`config.mk`:
```
export PLATFORM = sky130hd
export DESIGN_NAME = mcuTop
export DESIGN_NICKNAME = d
export VERILOG_FILES = /design/src/mcuPkg.sv /design/src/mcuTop.sv /design/src/mappedRegs.sv /design/src/debugPort.sv /design/src/checksumCore.sv /design/src/bootLoader.sv /design/src/mcuSequencer.sv /design/src/memoryController.sv
export SDC_FILE = /design/constraint.sdc
export NUM_CORES = 1
export LEC_CHECK = 0
export CAP_MARGIN = 20
export CORE_MARGIN = 2
export CORE_UTILIZATION = 40
export CTS_CLUSTER_SIZE = 14
export DETAILED_ROUTE_END_ITERATION = 10
export DONT_BUFFER_PORTS = 1
export GPL_TIMING_DRIVEN = 0
export PLACE_DENSITY = 0.6
export SLEW_MARGIN = 20
export SYNTH_ARGS = -nofsm -noshare
export SYNTH_HDL_FRONTEND = slang
export SYNTH_SLANG_ARGS = --single-unit
```
`constraint.sdc`:
```
create_clock -name i_clk -period 7.85 [get_ports i_clk]
set_input_delay 0.3925 -clock i_clk [delete_from_list [all_inputs] [get_ports i_clk]]
set_output_delay 0.3925 -clock i_clk [all_outputs]
set_load 0.01 [all_outputs]
```
`src/mcuPkg.sv`:
```
//----------------------------------------------------------------------
// Bus word types, sequencer state encoding and the address map.
//----------------------------------------------------------------------
package mcuPkg;

    // Memory bus address and data words.
    typedef logic [15:0] addrT;
    typedef logic [15:0] dataT;

    // Sequencer states, one per bus owner.
    typedef enum logic [1:0] {
        BOOT  = 2'd0,
        RUN   = 2'd1,
        PAUSE = 2'd2
    } mcuStateT;

    //------------------------------------------------------------------
    // Address map.
    //------------------------------------------------------------------
    // External SRAM sits below MAP_BASE, mapped registers at and above.
    localparam addrT MAP_BASE      = 16'hC000;
    localparam addrT CHECKSUM_ADDR = 16'hC000;
    localparam addrT PASSCNT_ADDR  = 16'hC001;

endpackage
```
`src/mcuTop.sv`:
```
//----------------------------------------------------------------------
// Memory subsystem top level with APB debug, ROM and SRAM ports.
//----------------------------------------------------------------------
`timescale 1ns/1ns

module mcuTop import mcuPkg::*; #(
    parameter int BOOT_WORDS = 16
) (
    input  logic       i_clk,
    input  logic       i_arstN,
    // APB debug port.
    input  logic       i_psel,
    input  logic       i_penable,
    input  logic       i_pwrite,
    input  logic [7:0] i_paddr,
    input  dataT       i_pwdata,
    output dataT       o_prdata,
    output logic       o_pready,
    output logic       o_pslverr,
    // Boot ROM.
    output addrT       o_romAddr,
    input  dataT       i_romData,
    // External SRAM.
    output addrT       o_memAddr,
    output dataT       o_memWData,
    output logic       o_memWr,
    output logic       o_memExtEn,
    output logic       o_memDrive,
    input  dataT       i_memRData
);

    mcuStateT state;
    logic     isBooted;
    logic     isPaused;
    logic     disableDrive;
    logic     bootDone;
    logic     pauseReq;
    logic     coreRun;
    logic     memMapEn;
    dataT     rdData;
    addrT     bootAddr;
    dataT     bootData;
    logic     bootEn;
    addrT     coreAddr;
    dataT     coreData;
    logic     coreEn;
    logic     coreWr;
    addrT     dbgAddr;
    dataT     dbgData;
    logic     dbgEn;
    logic     dbgWr;

    // Core steps only on a driven bus in RUN.
    assign coreRun = (state == RUN) & o_memDrive;

    //------------------------------------------------------------------
    // Decode stage.
    //------------------------------------------------------------------
    debugPort i_debugPort (
        .i_clk(i_clk), .i_arstN(i_arstN),
        .i_psel(i_psel), .i_penable(i_penable), .i_pwrite(i_pwrite),
        .i_paddr(i_paddr), .i_pwdata(i_pwdata),
        .o_prdata(o_prdata), .o_pready(o_pready), .o_pslverr(o_pslverr),
        .i_state(state), .o_pauseReq(pauseReq), .i_rdData(rdData),
        .o_memAddr(dbgAddr), .o_memData(dbgData), .o_memEn(dbgEn), .o_memWr(dbgWr)
    );

    //------------------------------------------------------------------
    // Execute stage.
    //------------------------------------------------------------------
    mcuSequencer i_sequencer (
        .i_clk(i_clk), .i_arstN(i_arstN),
        .i_bootDone(bootDone), .i_pauseReq(pauseReq),
        .o_state(state), .o_isBooted(isBooted), .o_isPaused(isPaused),
        .o_disableDrive(disableDrive)
    );

    bootLoader #(.BOOT_WORDS(BOOT_WORDS)) i_bootLoader (
        .i_clk(i_clk), .i_arstN(i_arstN), .i_romData(i_romData),
        .o_romAddr(o_romAddr), .o_addr(bootAddr), .o_data(bootData),
        .o_en(bootEn), .o_done(bootDone)
    );

    checksumCore #(.BOOT_WORDS(BOOT_WORDS)) i_core (
        .i_clk(i_clk), .i_arstN(i_arstN), .i_run(coreRun), .i_rdData(rdData),
        .o_addr(coreAddr), .o_data(coreData), .o_en(coreEn), .o_wr(coreWr)
    );

    memoryController i_memCtrl (
        .i_bootAddr(bootAddr), .i_bootData(bootData), .i_bootEn(bootEn),
        .i_coreAddr(coreAddr), .i_coreData(coreData), .i_coreEn(coreEn),
        .i_coreWr(coreWr),
        .i_dbgAddr(dbgAddr), .i_dbgData(dbgData), .i_dbgEn(dbgEn), .i_dbgWr(dbgWr),
        .i_isBooted(isBooted), .i_isPaused(isPaused), .i_disableDrive(disableDrive),
        .o_memAddr(o_memAddr), .o_memWData(o_memWData), .o_memWr(o_memWr),
        .o_memExtEn(o_memExtEn), .o_memMapEn(memMapEn), .o_memDrive(o_memDrive)
    );

    //------------------------------------------------------------------
    // Result stage.
    //------------------------------------------------------------------
    mappedRegs i_mappedRegs (
        .i_clk(i_clk), .i_arstN(i_arstN),
        .i_addr(o_memAddr), .i_wData(o_memWData), .i_wr(o_memWr),
        .i_mapEn(memMapEn), .i_memRData(i_memRData), .o_rdData(rdData)
    );

endmodule

```
`src/mappedRegs.sv`:
```
//----------------------------------------------------------------------
// Checksum and pass-count registers with the read-data return mux.
//----------------------------------------------------------------------
`timescale 1ns/1ns

module mappedRegs import mcuPkg::*; (
    input  logic i_clk,
    input  logic i_arstN,
    input  addrT i_addr,
    input  dataT i_wData,
    input  logic i_wr,
    input  logic i_mapEn,
    input  dataT i_memRData,
    output dataT o_rdData
);

    dataT checksum;
    dataT passCnt;

    // Writes to unassigned mapped addresses fall through.
    always_ff @(posedge i_clk or negedge i_arstN) begin
        if (!i_arstN) begin
            checksum <= '0;
            passCnt  <= '0;
        end else if (i_mapEn & i_wr) begin
            if (i_addr == CHECKSUM_ADDR) begin
                checksum <= i_wData;
            end
            if (i_addr == PASSCNT_ADDR) begin
                passCnt <= i_wData;
            end
        end
    end

    // SRAM data unless the access is in mapped space.
    always_comb begin
        o_rdData = i_memRData;
        if (i_mapEn) begin
            case (i_addr)
                CHECKSUM_ADDR: o_rdData = checksum;
                PASSCNT_ADDR:  o_rdData = passCnt;
                default:       o_rdData = '0;
            endcase
        end
    end

endmodule

```
`src/debugPort.sv`:
```
//----------------------------------------------------------------------
// APB debug port with pause control and paused memory access.
//----------------------------------------------------------------------
`timescale 1ns/1ns

module debugPort import mcuPkg::*; (
    input  logic       i_clk,
    input  logic       i_arstN,
    // APB slave.
    input  logic       i_psel,
    input  logic       i_penable,
    input  logic       i_pwrite,
    input  logic [7:0] i_paddr,
    input  dataT       i_pwdata,
    output dataT       o_prdata,
    output logic       o_pready,
    output logic       o_pslverr,
    // Sequencer side.
    input  mcuStateT   i_state,
    output logic       o_pauseReq,
    // Memory bus request.
    input  dataT       i_rdData,
    output addrT       o_memAddr,
    output dataT       o_memData,
    output logic       o_memEn,
    output logic       o_memWr
);

    // Register offsets.
    localparam logic [7:0] CTRL_OFF    = 8'h00;
    localparam logic [7:0] STATUS_OFF  = 8'h04;
    localparam logic [7:0] MEMADDR_OFF = 8'h08;
    localparam logic [7:0] MEMDATA_OFF = 8'h0C;

    logic access;
    logic isCtrl;
    logic isStatus;
    logic isMemAddr;
    logic isMemData;
    logic badAddr;
    logic paused;
    logic memStart;
    logic memPhase;
    logic pauseReq;
    addrT memAddr;
    dataT rdCap;

    //------------------------------------------------------------------
    // Transfer decode.
    //------------------------------------------------------------------
    assign access    = i_psel & i_penable;
    assign isCtrl    = (i_paddr == CTRL_OFF);
    assign isStatus  = (i_paddr == STATUS_OFF);
    assign isMemAddr = (i_paddr == MEMADDR_OFF);
    assign isMemData = (i_paddr == MEMDATA_OFF);
    assign badAddr   = ~(isCtrl | isStatus | isMemAddr | isMemData);
    assign paused    = (i_state == PAUSE);

    // Bus cycle runs in the first access cycle of a paused MEMDATA.
    assign memStart  = access & isMemData & paused & ~memPhase;

    // Paused MEMDATA waits one cycle, everything else completes at once.
    assign o_pready  = access & (~(isMemData & paused) | memPhase);
    // Memory is off limits unless paused.
    assign o_pslverr = access & (badAddr | (isMemData & ~paused));

    always_comb begin
        case (i_paddr)
            CTRL_OFF:    o_prdata = dataT'(pauseReq);
            STATUS_OFF:  o_prdata = dataT'(i_state);
            MEMADDR_OFF: o_prdata = memAddr;
            MEMDATA_OFF: o_prdata = rdCap;
            default:     o_prdata = '0;
        endcase
    end

    //------------------------------------------------------------------
    // Registers.
    //------------------------------------------------------------------
    always_ff @(posedge i_clk or negedge i_arstN) begin
        if (!i_arstN) begin
            pauseReq <= 1'b0;
            memAddr  <= '0;
            memPhase <= 1'b0;
        end else begin
            memPhase <= memStart;
            if (access & o_pready & i_pwrite) begin
                if (isCtrl) begin
                    pauseReq <= i_pwdata[0];
                end
                if (isMemAddr) begin
                    memAddr <= i_pwdata;
                end
            end
        end
    end

    // Read data taken at the end of the bus cycle.
    always_ff @(posedge i_clk) begin
        if (memStart) begin
            rdCap <= i_rdData;
        end
    end

    assign o_pauseReq = pauseReq;
    assign o_memAddr  = memAddr;
    assign o_memData  = i_pwdata;
    assign o_memEn    = memStart;
    assign o_memWr    = memStart & i_pwrite;

endmodule

```
`src/checksumCore.sv`:
```
//----------------------------------------------------------------------
// Minimal core summing the loaded image and reporting pass results.
//----------------------------------------------------------------------
`timescale 1ns/1ns

module checksumCore import mcuPkg::*; #(
    parameter int BOOT_WORDS = 16
) (
    input  logic i_clk,
    input  logic i_arstN,
    input  logic i_run,
    input  dataT i_rdData,
    output addrT o_addr,
    output dataT o_data,
    output logic o_en,
    output logic o_wr
);

    localparam addrT LAST_WORD = addrT'(BOOT_WORDS - 1);

    // One pass: read all words, write checksum, write pass count.
    typedef enum logic [1:0] {
        READ_WORDS = 2'd0,
        WRITE_SUM  = 2'd1,
        WRITE_CNT  = 2'd2
    } phaseT;

    phaseT phase;
    addrT  wordIdx;
    dataT  sum;
    dataT  passCnt;

    // Nothing moves unless the core owns a driven bus.
    always_ff @(posedge i_clk or negedge i_arstN) begin
        if (!i_arstN) begin
            phase   <= READ_WORDS;
            wordIdx <= '0;
            sum     <= '0;
            passCnt <= '0;
        end else if (i_run) begin
            case (phase)
                READ_WORDS: begin
                    // SRAM answers in the same cycle.
                    sum <= sum + i_rdData;
                    if (wordIdx == LAST_WORD) begin
                        wordIdx <= '0;
                        phase   <= WRITE_SUM;
                    end else begin
                        wordIdx <= wordIdx + addrT'(1);
                    end
                end
                WRITE_SUM: begin
                    passCnt <= passCnt + dataT'(1);
                    phase   <= WRITE_CNT;
                end
                WRITE_CNT: begin
                    // Next pass sums from zero.
                    sum   <= '0;
                    phase <= READ_WORDS;
                end
                default: phase <= READ_WORDS;
            endcase
        end
    end

    always_comb begin
        case (phase)
            WRITE_SUM: o_addr = CHECKSUM_ADDR;
            WRITE_CNT: o_addr = PASSCNT_ADDR;
            default:   o_addr = wordIdx;
        endcase
    end

    // Pass count is already bumped when its write goes out.
    assign o_data = (phase == WRITE_SUM) ? sum : passCnt;
    assign o_en   = i_run;
    assign o_wr   = i_run & (phase != READ_WORDS);

endmodule

```
`src/bootLoader.sv`:
```
//----------------------------------------------------------------------
// Boot loader streaming the ROM image into external SRAM.
//----------------------------------------------------------------------
`timescale 1ns/1ns

module bootLoader import mcuPkg::*; #(
    parameter int BOOT_WORDS = 16
) (
    input  logic i_clk,
    input  logic i_arstN,
    input  dataT i_romData,
    output addrT o_romAddr,
    output addrT o_addr,
    output dataT o_data,
    output logic o_en,
    output logic o_done
);

    localparam addrT LAST_WORD = addrT'(BOOT_WORDS - 1);

    addrT wordCnt;
    logic busy;
    logic done;

    // Idle for one cycle after reset, then one word per cycle.
    always_ff @(posedge i_clk or negedge i_arstN) begin
        if (!i_arstN) begin
            wordCnt <= '0;
            busy    <= 1'b0;
            done    <= 1'b0;
        end else if (busy) begin
            wordCnt <= wordCnt + addrT'(1);
            if (wordCnt == LAST_WORD) begin
                busy <= 1'b0;
                done <= 1'b1;
            end
        end else if (!done) begin
            busy <= 1'b1;
        end
    end

    // ROM word k lands at SRAM word k.
    assign o_romAddr = wordCnt;
    assign o_addr    = wordCnt;
    assign o_data    = i_romData;
    assign o_en      = busy;
    // Done stays high until the next reset.
    assign o_done    = done;

endmodule

```
`src/mcuSequencer.sv`:
```
//----------------------------------------------------------------------
// Boot, run and pause sequencer with bus turnaround cycles.
//----------------------------------------------------------------------
`timescale 1ns/1ns

module mcuSequencer import mcuPkg::*; (
    input  logic     i_clk,
    input  logic     i_arstN,
    input  logic     i_bootDone,
    input  logic     i_pauseReq,
    output mcuStateT o_state,
    output logic     o_isBooted,
    output logic     o_isPaused,
    output logic     o_disableDrive
);

    mcuStateT state;
    logic     turnaround;

    // Every change of state moves the bus to a new owner.
    // The new owner is selected at once but held off the bus one cycle.
    always_ff @(posedge i_clk or negedge i_arstN) begin
        if (!i_arstN) begin
            state      <= BOOT;
            turnaround <= 1'b0;
        end else begin
            turnaround <= 1'b0;
            // No new change while a turnaround is in progress.
            if (!turnaround) begin
                case (state)
                    BOOT: begin
                        if (i_bootDone) begin
                            state      <= RUN;
                            turnaround <= 1'b1;
                        end
                    end
                    RUN: begin
                        if (i_pauseReq) begin
                            state      <= PAUSE;
                            turnaround <= 1'b1;
                        end
                    end
                    PAUSE: begin
                        if (!i_pauseReq) begin
                            state      <= RUN;
                            turnaround <= 1'b1;
                        end
                    end
                    // Unused encoding restarts the boot.
                    default: state <= BOOT;
                endcase
            end
        end
    end

    assign o_state        = state;
    assign o_isBooted     = (state != BOOT);
    assign o_isPaused     = (state == PAUSE);
    assign o_disableDrive = turnaround;

endmodule

```
`src/memoryController.sv`:
```
//----------------------------------------------------------------------
// Bus owner multiplexer with SRAM/mapped decode and drive gating.
//----------------------------------------------------------------------
`timescale 1ns/1ns

module memoryController import mcuPkg::*; (
    // Boot loader requests (writes only).
    input  addrT i_bootAddr,
    input  dataT i_bootData,
    input  logic i_bootEn,
    // Core requests.
    input  addrT i_coreAddr,
    input  dataT i_coreData,
    input  logic i_coreEn,
    input  logic i_coreWr,
    // Debug port requests.
    input  addrT i_dbgAddr,
    input  dataT i_dbgData,
    input  logic i_dbgEn,
    input  logic i_dbgWr,
    // Owner select and drive control from the sequencer.
    input  logic i_isBooted,
    input  logic i_isPaused,
    input  logic i_disableDrive,
    // Selected bus.
    output addrT o_memAddr,
    output dataT o_memWData,
    output logic o_memWr,
    output logic o_memExtEn,
    output logic o_memMapEn,
    output logic o_memDrive
);

    // Packed request is {en, wr, data, addr}.
    localparam int CTRL_W = 2 + $bits(dataT) + $bits(addrT);

    logic [CTRL_W-1:0] bootCtrl;
    logic [CTRL_W-1:0] coreCtrl;
    logic [CTRL_W-1:0] dbgCtrl;
    logic [CTRL_W-1:0] bootedCtrl;
    logic [CTRL_W-1:0] busCtrl;
    addrT              selAddr;
    dataT              selData;
    logic              selWr;
    logic              selEn;
    logic              isMapped;

    //------------------------------------------------------------------
    // Owner selection.
    //------------------------------------------------------------------
    // Boot loader only ever writes.
    assign bootCtrl = {i_bootEn, 1'b1, i_bootData, i_bootAddr};
    assign coreCtrl = {i_coreEn, i_coreWr, i_coreData, i_coreAddr};
    assign dbgCtrl  = {i_dbgEn, i_dbgWr, i_dbgData, i_dbgAddr};

    // First level picks run vs. pause, second level boot vs. booted.
    assign bootedCtrl = i_isPaused ? dbgCtrl : coreCtrl;
    assign busCtrl    = i_isBooted ? bootedCtrl : bootCtrl;

    assign {selEn, selWr, selData, selAddr} = busCtrl;

    //------------------------------------------------------------------
    // Decode and drive gating.
    //------------------------------------------------------------------
    assign isMapped   = (selAddr >= MAP_BASE);

    // Drive enable stands in for the tristate control.
    assign o_memDrive = ~i_disableDrive;

    assign o_memAddr  = selAddr;
    assign o_memWData = selData;
    // Strobes only leave the block while the bus is driven.
    assign o_memWr    = selEn & selWr & o_memDrive;
    assign o_memExtEn = selEn & ~isMapped & o_memDrive;
    assign o_memMapEn = selEn & isMapped & o_memDrive;

endmodule

```
After elaboration in Yosys (flattened, before gate mapping):

Index checks and enable logic that the tools add are counted.

* bits in registers: 137
* output and inout bits: 69

* add/sub/neg operators: 4
* order comparisons: 1
* equal/unequal tests: 15
* multiplexer cells: 23
* bitwise operators: 31
* reductions and logical operators: 16

Operators with widths (number)
* $pmux W16 S2: 3
* $mux W34: 2
* $pmux W16 S4: 1
* $add A16 B1 Y16 const B: 3
* $mux W16: 3
* $eq A16 B16 Y1 const B: 2
* $eq A16 B4 Y1 const B: 2
* $and A1 B1 Y1: 20
* $reduce_and A2 Y1: 9
* $add A16 B16 Y16: 1
* $eq A8 B4 Y1 const B: 2
* $ge A16 B16 Y1 const B: 1
* $eq A8 B3 Y1 const B: 1
* $logic_not A8 Y1: 1
* $mux W2: 4
* $mux W1: 7
* $ne A2 B1 Y1 const B: 3
* $not A1 Y1: 6
* $pmux W2 S3: 1
* $reduce_bool A2 Y1: 3
* $or A1 B1 Y1: 5
* $eq A2 B1 Y1 const B: 2
* $eq A2 B2 Y1 const B: 2
* $logic_not A2 Y1: 2
* 4 further kinds: 4

Logic depth before layout (Yosys ltp):

Gate-level depths: netlist of run 1.

* depth after elaboration: 13
* gate-level depth with buffers: 21
* mapped depth without buffers: 20

Hierarchy:

Synthesis of run 1 repeated with hierarchy kept, for this count alone.

* cells, all modules: 812
* area, all modules: 8594.5 um^2

By module, submodules not included
* checksumCore: instances 1, cells an instance 343, area an instance 3285.7 um^2, seq. area each 1251.2 um^2
* debugPort: instances 1, cells an instance 123, area an instance 1690.4 um^2, seq. area each 930.9 um^2
* mappedRegs: instances 1, cells an instance 115, area an instance 1666.6 um^2, seq. area each 800.8 um^2
* bootLoader: instances 1, cells an instance 99, area an instance 1064.8 um^2, seq. area each 450.4 um^2
* memoryController: instances 1, cells an instance 115, area an instance 716.9 um^2, seq. area each 0.0 um^2
* mcuSequencer: instances 1, cells an instance 16, area an instance 161.4 um^2, seq. area each 75.1 um^2
* mcuTop: instances 1, cells an instance 1, area an instance 8.8 um^2, seq. area each 0.0 um^2

Least setup slack after synthesis of run 1:

No wires, ideal clock.

* kind: register -> register
* from: register i_core.phase[0]
* to: register i_core.sum[15]
* library setup time: 0.124 ns
* data arrival time: 4.201 ns
* data required time: 7.726 ns
* setup slack: 3.525 ns
* stages on the path, launching flop included: 21
* path buffers: 2
* cell sequence: dfrtp_1 -> inv_1 -> ha_1 -> nor2b_1 -> buf_6 -> o2bb2ai_1 -> nor4_1 -> nand4_1 -> nor2_2 -> clkbuf_1 -> a22oi_1 -> a21oi_1 -> ha_1 -> o21ai_0 -> o21ai_0 -> a21oi_1 -> o31ai_1 -> a311oi_1 -> o21bai_1 -> and4b_1 -> a211o_1

* longest elaborated chain between the ends: 10
* elaborated cells on any way between the ends: 17
* those cells by class: add/sub: 1; order compare: 1; eq/ne: 4; mux: 6; bitwise: 2; reduce/logical: 3

RTL lines
* from (decl): RTL line checksumCore.sv:28 `phaseT phase;`
* from (signal assigned): RTL line checksumCore.sv:36 `phase <= READ_WORDS;`
* from (signal assigned): RTL line checksumCore.sv:47 `phase <= WRITE_SUM;`
* from (signal assigned): RTL line checksumCore.sv:54 `phase <= WRITE_CNT;`
* $eq A2 B2 Y1 / $eq A2 B1 Y1 (equally long branches): RTL line checksumCore.sv:67 `case (phase)`
* $pmux W16 S2 (*): RTL line checksumCore.sv:67
* $mux W34 (*): RTL line memoryController.sv:57 `assign bootedCtrl = i_isPaused ? dbgCtrl : coreCtrl;`
* $mux W34 (*): RTL line memoryController.sv:58 `assign busCtrl = i_isBooted ? bootedCtrl : bootCtrl;`
* net o_memAddr[8]: RTL line mcuTop.sv:24 `output addrT o_memAddr,`
* $ge A16 B16 Y1: RTL line memoryController.sv:65 `assign isMapped = (selAddr >= MAP_BASE);`
* $and A1 B1 Y1 (2 in a row): RTL line memoryController.sv:75 `assign o_memMapEn = selEn & isMapped & o_memDrive;`
* $mux W16 (*): RTL line mappedRegs.sv:38 `if (i_mapEn) begin`
* net i_core.i_rdData[2]: RTL line checksumCore.sv:12 `input dataT i_rdData,`
* $add A16 B16 Y16 (*): RTL line checksumCore.sv:44 `sum <= sum + i_rdData;`
* $pmux W16 S2 (*): RTL line checksumCore.sv:41 `case (phase)`
* to (signal assigned): RTL line checksumCore.sv:44
* to (decl): RTL line checksumCore.sv:30 `dataT sum;`

The timed path passes the listed nets; every way through them passes the cells marked *.
A chain may end at the register's enable or synchronous reset.

Worst setup path in the final report of run 1:

Same ends and word-level chain as after synthesis.

==> results of run 1 <==
-- cell usage after synthesis, drive strengths merged (16+ instances only) --
library cell | n | area share [%]
nand2 | 45 | 2.3
dfrtp | 121 | 39
mux2i | 46 | 6.0
ha | 25 | 4.1
a211oi | 18 | 1.8
nand3 | 19 | 1.2
edfxtp | 16 | 6.3
mux2 | 54 | 7.9
nor2 | 67 | 3.3
a21oi | 48 | 3.1
nor2b | 19 | 1.5
clkbuf | 21 | 1.0
xnor2 | 39 | 4.5
o21ai | 16 | 1.0
-- layout make-up --
| cell class | count | area, um^2 |
|---|---|---|
| clock buffer | 20 | 458 |
| inverter | 12 | 45.0 |
| timing repair buffer | 4 | 56.3 |
| fill | 1748 | 10200 |
| tap | 234 | 293 |
| clock inverter | 12 | 124 |
| sequential | 137 | 3510 |
| multi-input combinational | 540 | 3960 |
| buffer | 33 | 164 |
-- power groups by stage --
stage	Clock [mW]	Sequential [mW]	Combinational [mW]
6_report	0.792	0.846	0.929
4_1_cts	0.803	0.844	0.927
2_1_floorplan	0	0.836	0.690
5_1_grt	0.839	0.854	1.02
3_3_place_gp	0	0.854	0.888
3_5_place_dp	0	0.857	0.907
-- metrics by stage --
stage                     instance area (um^2)  worst slack (ns)
after floorplan                           7670              3.53
after detailed placement                  7990              2.20
after global placement                    7970              2.24
after global routing                      8610              1.73
final                                     8610              2.13
after CTS                                 8610              2.16
-- registers in the layout (all words and copies together), names as in the netlist, 2 cells and up --
register               count
i_bootLoader.o_addr       16
i_core.passCnt            16
i_core.phase               2
i_core.sum                16
i_core.wordIdx            16
i_debugPort.o_memAddr     16
i_debugPort.rdCap         16
i_mappedRegs.checksum     16
i_mappedRegs.passCnt      16
i_sequencer.o_state        2
-- worst max-delay path, delay by kind of cell, from the launching register on --
family	cells	cell delay [ns]
compound gates	9	2.11
fa+ha+maj	2	0.55
buf+inv	3	0.77
flops	1	0.40
simple gates	6	1.75
-- logic make-up after synthesis --
logic type,Yosys count
flip-flops,137
multiplexers,101
adder cells (fa/ha/maj),26
XOR/XNOR,54
buffers and inverters,45
AND/OR/NAND/NOR,207
AO/OA/AOI/OAI,152
-- metal layers --
| layer | track usage [%] | wire (um) | vias up |
|---|---|---|---|
| li1 | - | - | 2688 |
| met1 | 28.4 | 9460 | 2988 |
| met2 | 39.2 | 11300 | 225 |
| met3 | 5.28 | 1510 | 42 |
| met4 | 9.48 | 682 | 0 |
| met5 | 0 | 0 | - |
-- worst max path at each step --
stage / from / end / slack [ns] / cells after the start
CTS: i_core.phase[0] / i_core.sum[15] / 2.16 / 20
global placement: i_core.phase[0] / i_core.sum[15] / 2.24 / 20
detailed placement: i_core.phase[0] / i_core.sum[15] / 2.20 / 20
floorplan: i_core.phase[0] / i_core.sum[15] / 3.53 / 20
finish: i_core.phase[0] / i_core.sum[15] / 2.13 / 20
global route: i_core.phase[1] / i_core.sum[15] / 1.73 / 20
-- timing repair --
| item | 4_1_cts | 5_1_grt |
|---|---|---|
| buffers inserted | 0 | 0 |
| hold endpoints to repair | 121 | 0 |
| hold buffers | 2 | 0 |
==> results.md, run 1 <==
- Number of antenna-violating nets in the routed design: 0
- Share of synthesized area occupied by flip-flops and latches: 45.7%
- Worst path cell trace: inv_1 -> ha_1 -> nor2b_1 -> buf_6 -> o2bb2ai_1 -> nor4_1 -> nand4_1 -> nor2_2 -> clkbuf_1 -> a22oi_1 -> a21oi_1 -> ha_1 -> o21ai_0 -> o21ai_0 -> a21oi_1 -> o31ai_1 -> a311oi_1 -> nor3b_1 -> and4b_1 -> a211o_1
- Via/cell ratio: between 5 and 6
- Most frequent standard cell in the layout excluding fill and tap cells: dfrtp_1
- Clock group share of total power: a little under a third
- Initial antenna violation count: 0
- TritonCTS clock tree: yes
- Smallest hold slack: slightly above 0.1 ns
- HPWL Detailed: 17,500 um
- Slowest Stage Delay on Critical Path: approximately 0.53 ns
- Synth Area in Adders: about 4.3%
- Critical path capture point type: flop
- Required time reported for the critical path endpoint: between 8 and 9 ns
- Overall die width: approximately 140 um
- Fraction of synthesized cell area in xor and xnor cells: under 10%
- Min Tclk post-route: approximately 5.7 ns
- Port Buf Inserts: 0
- Number of levels in the clock H-tree: 4
- Routed via count: 5,943
- Seq cells post-synth: about 140
- WP data arrival: around 6 ns
- Launching point of the worst reg2reg path: i_core.phase[0]
- Area of the die: 20,300 um^2
- Cell internal pwr: ~1.6 mW
- Iter 0 DRT Violations: 563
- IR Drop Worst-Case VDD: approximately 98 uV
- Maximum Capacitance Violations: 0
- Share of total power consumed by net switching: between 30% and 40%
- Slew @ Worst Pin: 0.859 ns
- Result of the run: complete, no violations
- Non-Filler Instances: around 1,000
- Count of nets after finishing: approximately 830
- Net switching power: ~0.96 mW
- Dominant combinational cell family by area after synthesis: multiplexers
- EDFF count, synth: 16
- Power Dens Cells: roughly 300 nW/um^2
- Count of synthesis-stage warnings from yosys: 0
- Mapped Avg Cell Area: 10.6 um^2
- Root Buffer: clkbuf_16
- Routed wire length: ~23,000 um
- Source of the worst hold timing path: i_pwdata[0]
- Master of the slowest instance on the critical path: clkbuf_1
- Part of the cycle the worst path needs: 72.9%
- Post-route setup TNS: 0 ns
- Number of buffers created by CTS: 17
- Share of cells above drive strength 1: 13.5%
- Setup Skew: 0.00797 ns
- Proportion of synthesized flip-flops having asynchronous set or reset: a little under 90%
- Via count of the first global-routing pass: about 6.0k
- Critical R2R Capture: i_core.sum[15]
- Critical setup path kind: reg -> reg
- Worst Hold Endpoint: i_debugPort.o_pauseReq
- Number of top-level pins: 130
- Post-Synthesis Net Count: between 800 and 900
- Antenna fix cells: 0
- Initial core utilization: between 40% and 50%
- Max_slew headroom: between 40% and 50%
- Fin. Hold Viols: 0
- Critical path startpoint category: flop
- Summed instance area of the synthesized netlist: ~7700 um^2
- Per-cell routed wire length: ~23 um
- Number of gates given a new drive strength after cts: 0
- Clock latency on the worst-skew pair: 0.42 ns
- Basic-gate share of the synthesized area counting and, or, nand and nor cells: about 13%
- Synthesized-area fraction occupied by ao, oa, aoi and oai cells: 13.4%
- Largest net degree at the start of global routing: 122
- End-of-flow core utilization: between 40 and 50%
- RSZ-0062 raised after global routing: no
- Syn-to-layout area delta: 12.2%
- Final setup fails: 0
- Proportion of power drawn by combinational gates: about 36%
- Distinct cell type count after synthesis: 58
- Peak fanout along the critical path: 10
- GRT overflow: 0
- Mux contribution to synthesized area: approximately 14%
- Reg2reg path depth: 20
- Overall Global Routing Usage: a little under a quarter
- Post-layout total power: 2.57 mW
- Final weighted congestion of routability-driven global placement: 0.925
- Max Buffers Root-to-Sink: 2
- Primary FF master, synth: dfrtp_1
- Setup slack, reg-to-reg: between 2 and 2.5 ns
- Hold path cells: 2
- Post-Syn Instances: ~720
- Number of placed instances with taps included: between 900 and 1k
- Commonest cells after routing, fill and taps aside: dfrtp_1 (121), nor2_1 (65), mux2_2 (54), a21oi_1 (48), mux2i_1 (46)
- FP Rows: 50
- Max Clock Freq: around 170 MHz
- DRC violations left: 0
- Static Leakage: around 3.7 nW
- Reg power frac: around 33%
- Global-route wire length before repair: 35,100 um
- Die H: 142 um
- Clock Pin Slew Worst Setup and Hold Paths: around 0.060 ns
- Core Box Area: roughly 19,000 um^2
- Number of iterations in the first detailed-routing pass: 7
- Worst min path class: in -> reg
- TritonCTS sink count: roughly 140
- Number of pins with negative max-slew slack in the final report: 0
Power figures use the tool's default switching activity.
==> run 2: changes to the inputs <==
--- a/config.mk
+++ b/config.mk
@@ -12,7 +12,7 @@
 export DETAILED_ROUTE_END_ITERATION = 10
 export DONT_BUFFER_PORTS = 1
 export GPL_TIMING_DRIVEN = 0
-export PLACE_DENSITY = 0.6
+export PLACE_DENSITY = 0.62
 export SLEW_MARGIN = 20
 export SYNTH_ARGS = -nofsm -noshare
 export SYNTH_HDL_FRONTEND = slang
==> constraint.sdc (replaced) <==
create_clock -name i_clk -period 4.7 [get_ports i_clk]
set_input_delay 0.235 -clock i_clk [delete_from_list [all_inputs] [get_ports i_clk]]
set_output_delay 0.235 -clock i_clk [all_outputs]
set_load 0.01 [all_outputs]
==> run 2 against run 1 <==
Compared with the run above:
- clock power is 72% higher
- register-to-register slack worse by 2.0 ns
- power is 74% higher
- flip-flop and latch count stayed put
- clock-buffer cell count is 3 lower
==> results.md, run 2 (same netlist as run 1, synthesis figures left out) <==
- Critical setup path kind: reg -> reg
- Routed wire length: 23,200 um
- Routed via count: around 6k
- Peak fanout along the critical path: 10
- Most frequent standard cell in the layout excluding fill and tap cells: dfrtp_1
- IR Drop Worst-Case VDD: ~240 uV
- Post-route setup TNS: 0 ns
- WP data arrival: 4.87 ns
- Number of buffers created by CTS: 17
- GRT overflow: 0
- FP Rows: 50
- Pre-CTS WS: -1.01 ns
- Number of pins with negative max-slew slack in the final report: 0
- Number of levels in the clock H-tree: 4
- Setup Skew: approximately 0.0074 ns
- Power Dens Cells: between 400 and 500 nW/um^2
- Commonest cells after routing, fill and taps aside: dfrtp_1 (121), nor2_1 (65), mux2_2 (54), mux2i_1 (45), nand2_1 (43)
- Critical path capture point type: flop
- Fin. Hold Viols: 0
- Clock Pin Slew Worst Setup and Hold Paths: 0.06 ns
- Worst path cell trace: inv_1 -> ha_4 -> nor2b_2 -> buf_6 -> o2bb2ai_1 -> nor4_1 -> nand4_1 -> buf_4 -> nor2_4 -> a22oi_1 -> a21oi_2 -> ha_2 -> inv_1 -> fa_1 -> nand3b_1 -> a21oi_2 -> o21a_1 -> o2111ai_2 -> nand3_1 -> a31oi_1 -> xnor2_1 -> a22o_1
- Result of the run: complete, no violations
- Per-cell routed wire length: about 23 um
- Number of top-level pins: 130
- Area of the die: slightly above 20,000 um^2
- Post-layout total power: around 4.5 mW
- Via count of the first global-routing pass: 6,193
- Global-route wire length before repair: 35,300 um
- Worst min path class: in -> reg
- Initial antenna violation count: 1
- Maximum Capacitance Violations: 0
- TritonCTS sink count: approximately 140
- DRC violations left: 0
- Min Tclk post-route: approximately 4.6 ns
- Static Leakage: just under 4 nW
- Final setup fails: 0
- Max_slew headroom: a little over two fifths
- TritonCTS clock tree: yes
- Slowest Stage Delay on Critical Path: slightly below 0.4 ns
- Die H: 142 um
- Part of the cycle the worst path needs: between 90% and 100%
- Master of the slowest instance on the critical path: fa_1
- Final weighted congestion of routability-driven global placement: roughly 0.95
- Largest net degree at the start of global routing: about 120
- Count of nets after finishing: 859
- Overall Global Routing Usage: 23.2%
- Share of cells above drive strength 1: a little under a fifth
- Non-Filler Instances: approximately 1.0k
- Clock latency on the worst-skew pair: roughly 0.43 ns
- Syn-to-layout area delta: 17.9%
- End-of-flow core utilization: 48.2%
- Number of antenna-violating nets in the routed design: 0
- Max Clock Freq: between 200 and 250 MHz
- Critical path startpoint category: flop
- Number of placed instances with taps included: ~960
- Via/cell ratio: 5.93
- Core Box Area: around 19,000 um^2
- Root Buffer: clkbuf_16
- HPWL Detailed: about 17,000 um
- Iter 0 DRT Violations: between 400 and 500
- Port Buf Inserts: 0
- Required time reported for the critical path endpoint: approximately 5 ns
- Number of iterations in the first detailed-routing pass: 5
- Slew @ Worst Pin: approximately 0.85 ns
- Max Buffers Root-to-Sink: 2
- Initial core utilization: between 40% and 50%
- Min setup slack post-route: about 0.14 ns
- Overall die width: roughly 140 um
## run 2: changes by cell type in the layout (fill, tap and decap cells not counted), sizes merged
cell | before | now
clkinvlp | 2 | 4
clkbuf | 41 | 39
clkinv | 8 | 5
bufinv | 2 | 3
inv | 12 | 15
dlygate4sd3 | 1 | 17
buf | 15 | 25
diode | 0 | 1
## run 2: layout make-up
cell class	instances	area, um^2
inverters	12	45.0
multi-input cells	540	4110
clock inverters	15	174
flip-flops and latches	137	3510
plain buffers	33	188
diodes	1	2.50
clock buffers	17	425
well taps	234	293
fillers	1720	9730
repair buffers	31	295
## run 2: worst max-delay path: cells and delay by family, from the launching register on
family	cells	cell delay (ns)
simple gates	6	1.09
fa+ha+maj	3	0.93
flops	1	0.38
buf+inv	4	0.50
xor+xnor	1	0.14
compound gates	8	1.43
## run 2: what timing repair did
action | CTS | global route
hold buffers | 18 | 0
endpoints found under the setup margin | 9 | 8
hold endpoints to repair | 138 | 0
pin swaps | 5 | 10
setup buffers | 6 | 6
resized for setup | 17 | 23
## run 2: routing by layer
layer	GRT usage (%)	part of all wire, %	vias up
met2	39.3	49	241
met5	0	0	-
li1	-	-	2734
met4	12.4	4.5	0
met3	5.59	7.1	63
met1	27.4	40	3010
## run 2: final timing paths
| check | from | slack, ns | end | depth (start not counted) |
|---|---|---|---|---|
| worst min register to register | i_core.passCnt[15] | 0.48 | i_core.passCnt[15] | 1 |
| worst max register to register | i_core.phase[1] | 0.14 | i_core.sum[14] | 22 |
| worst min-delay path | i_paddr[3] | 0.007 | i_debugPort.o_pauseReq | 3 |
| worst max-delay path | i_core.phase[1] | 0.14 | i_core.sum[14] | 22 |
| min in group asynchronous | i_arstN | 0.42 | i_core.wordIdx[13] | 2 |
| max in group asynchronous | i_arstN | 3.80 | i_mappedRegs.checksum[13] | 2 |
## run 2: per-stage QoR
step | cell area (um^2) | hold slack (ns)
2_1_floorplan | 7670 | -0.0606
3_3_place_gp | 7970 | -0.0581
3_5_place_dp | 7980 | -0.0573
4_1_cts | 8890 | 0.00310
5_1_grt | 9040 | 0.0101
6_report | 9040 | 0.00739
## run 2: where the power goes
part | internal (mW) | leakage, nW | switching, mW | total [mW]
registers | 1.30 | 1.78 | 0.113 | 1.42
clock network | 0.833 | 0.280 | 0.531 | 1.36
logic | 0.649 | 1.80 | 1.04 | 1.69
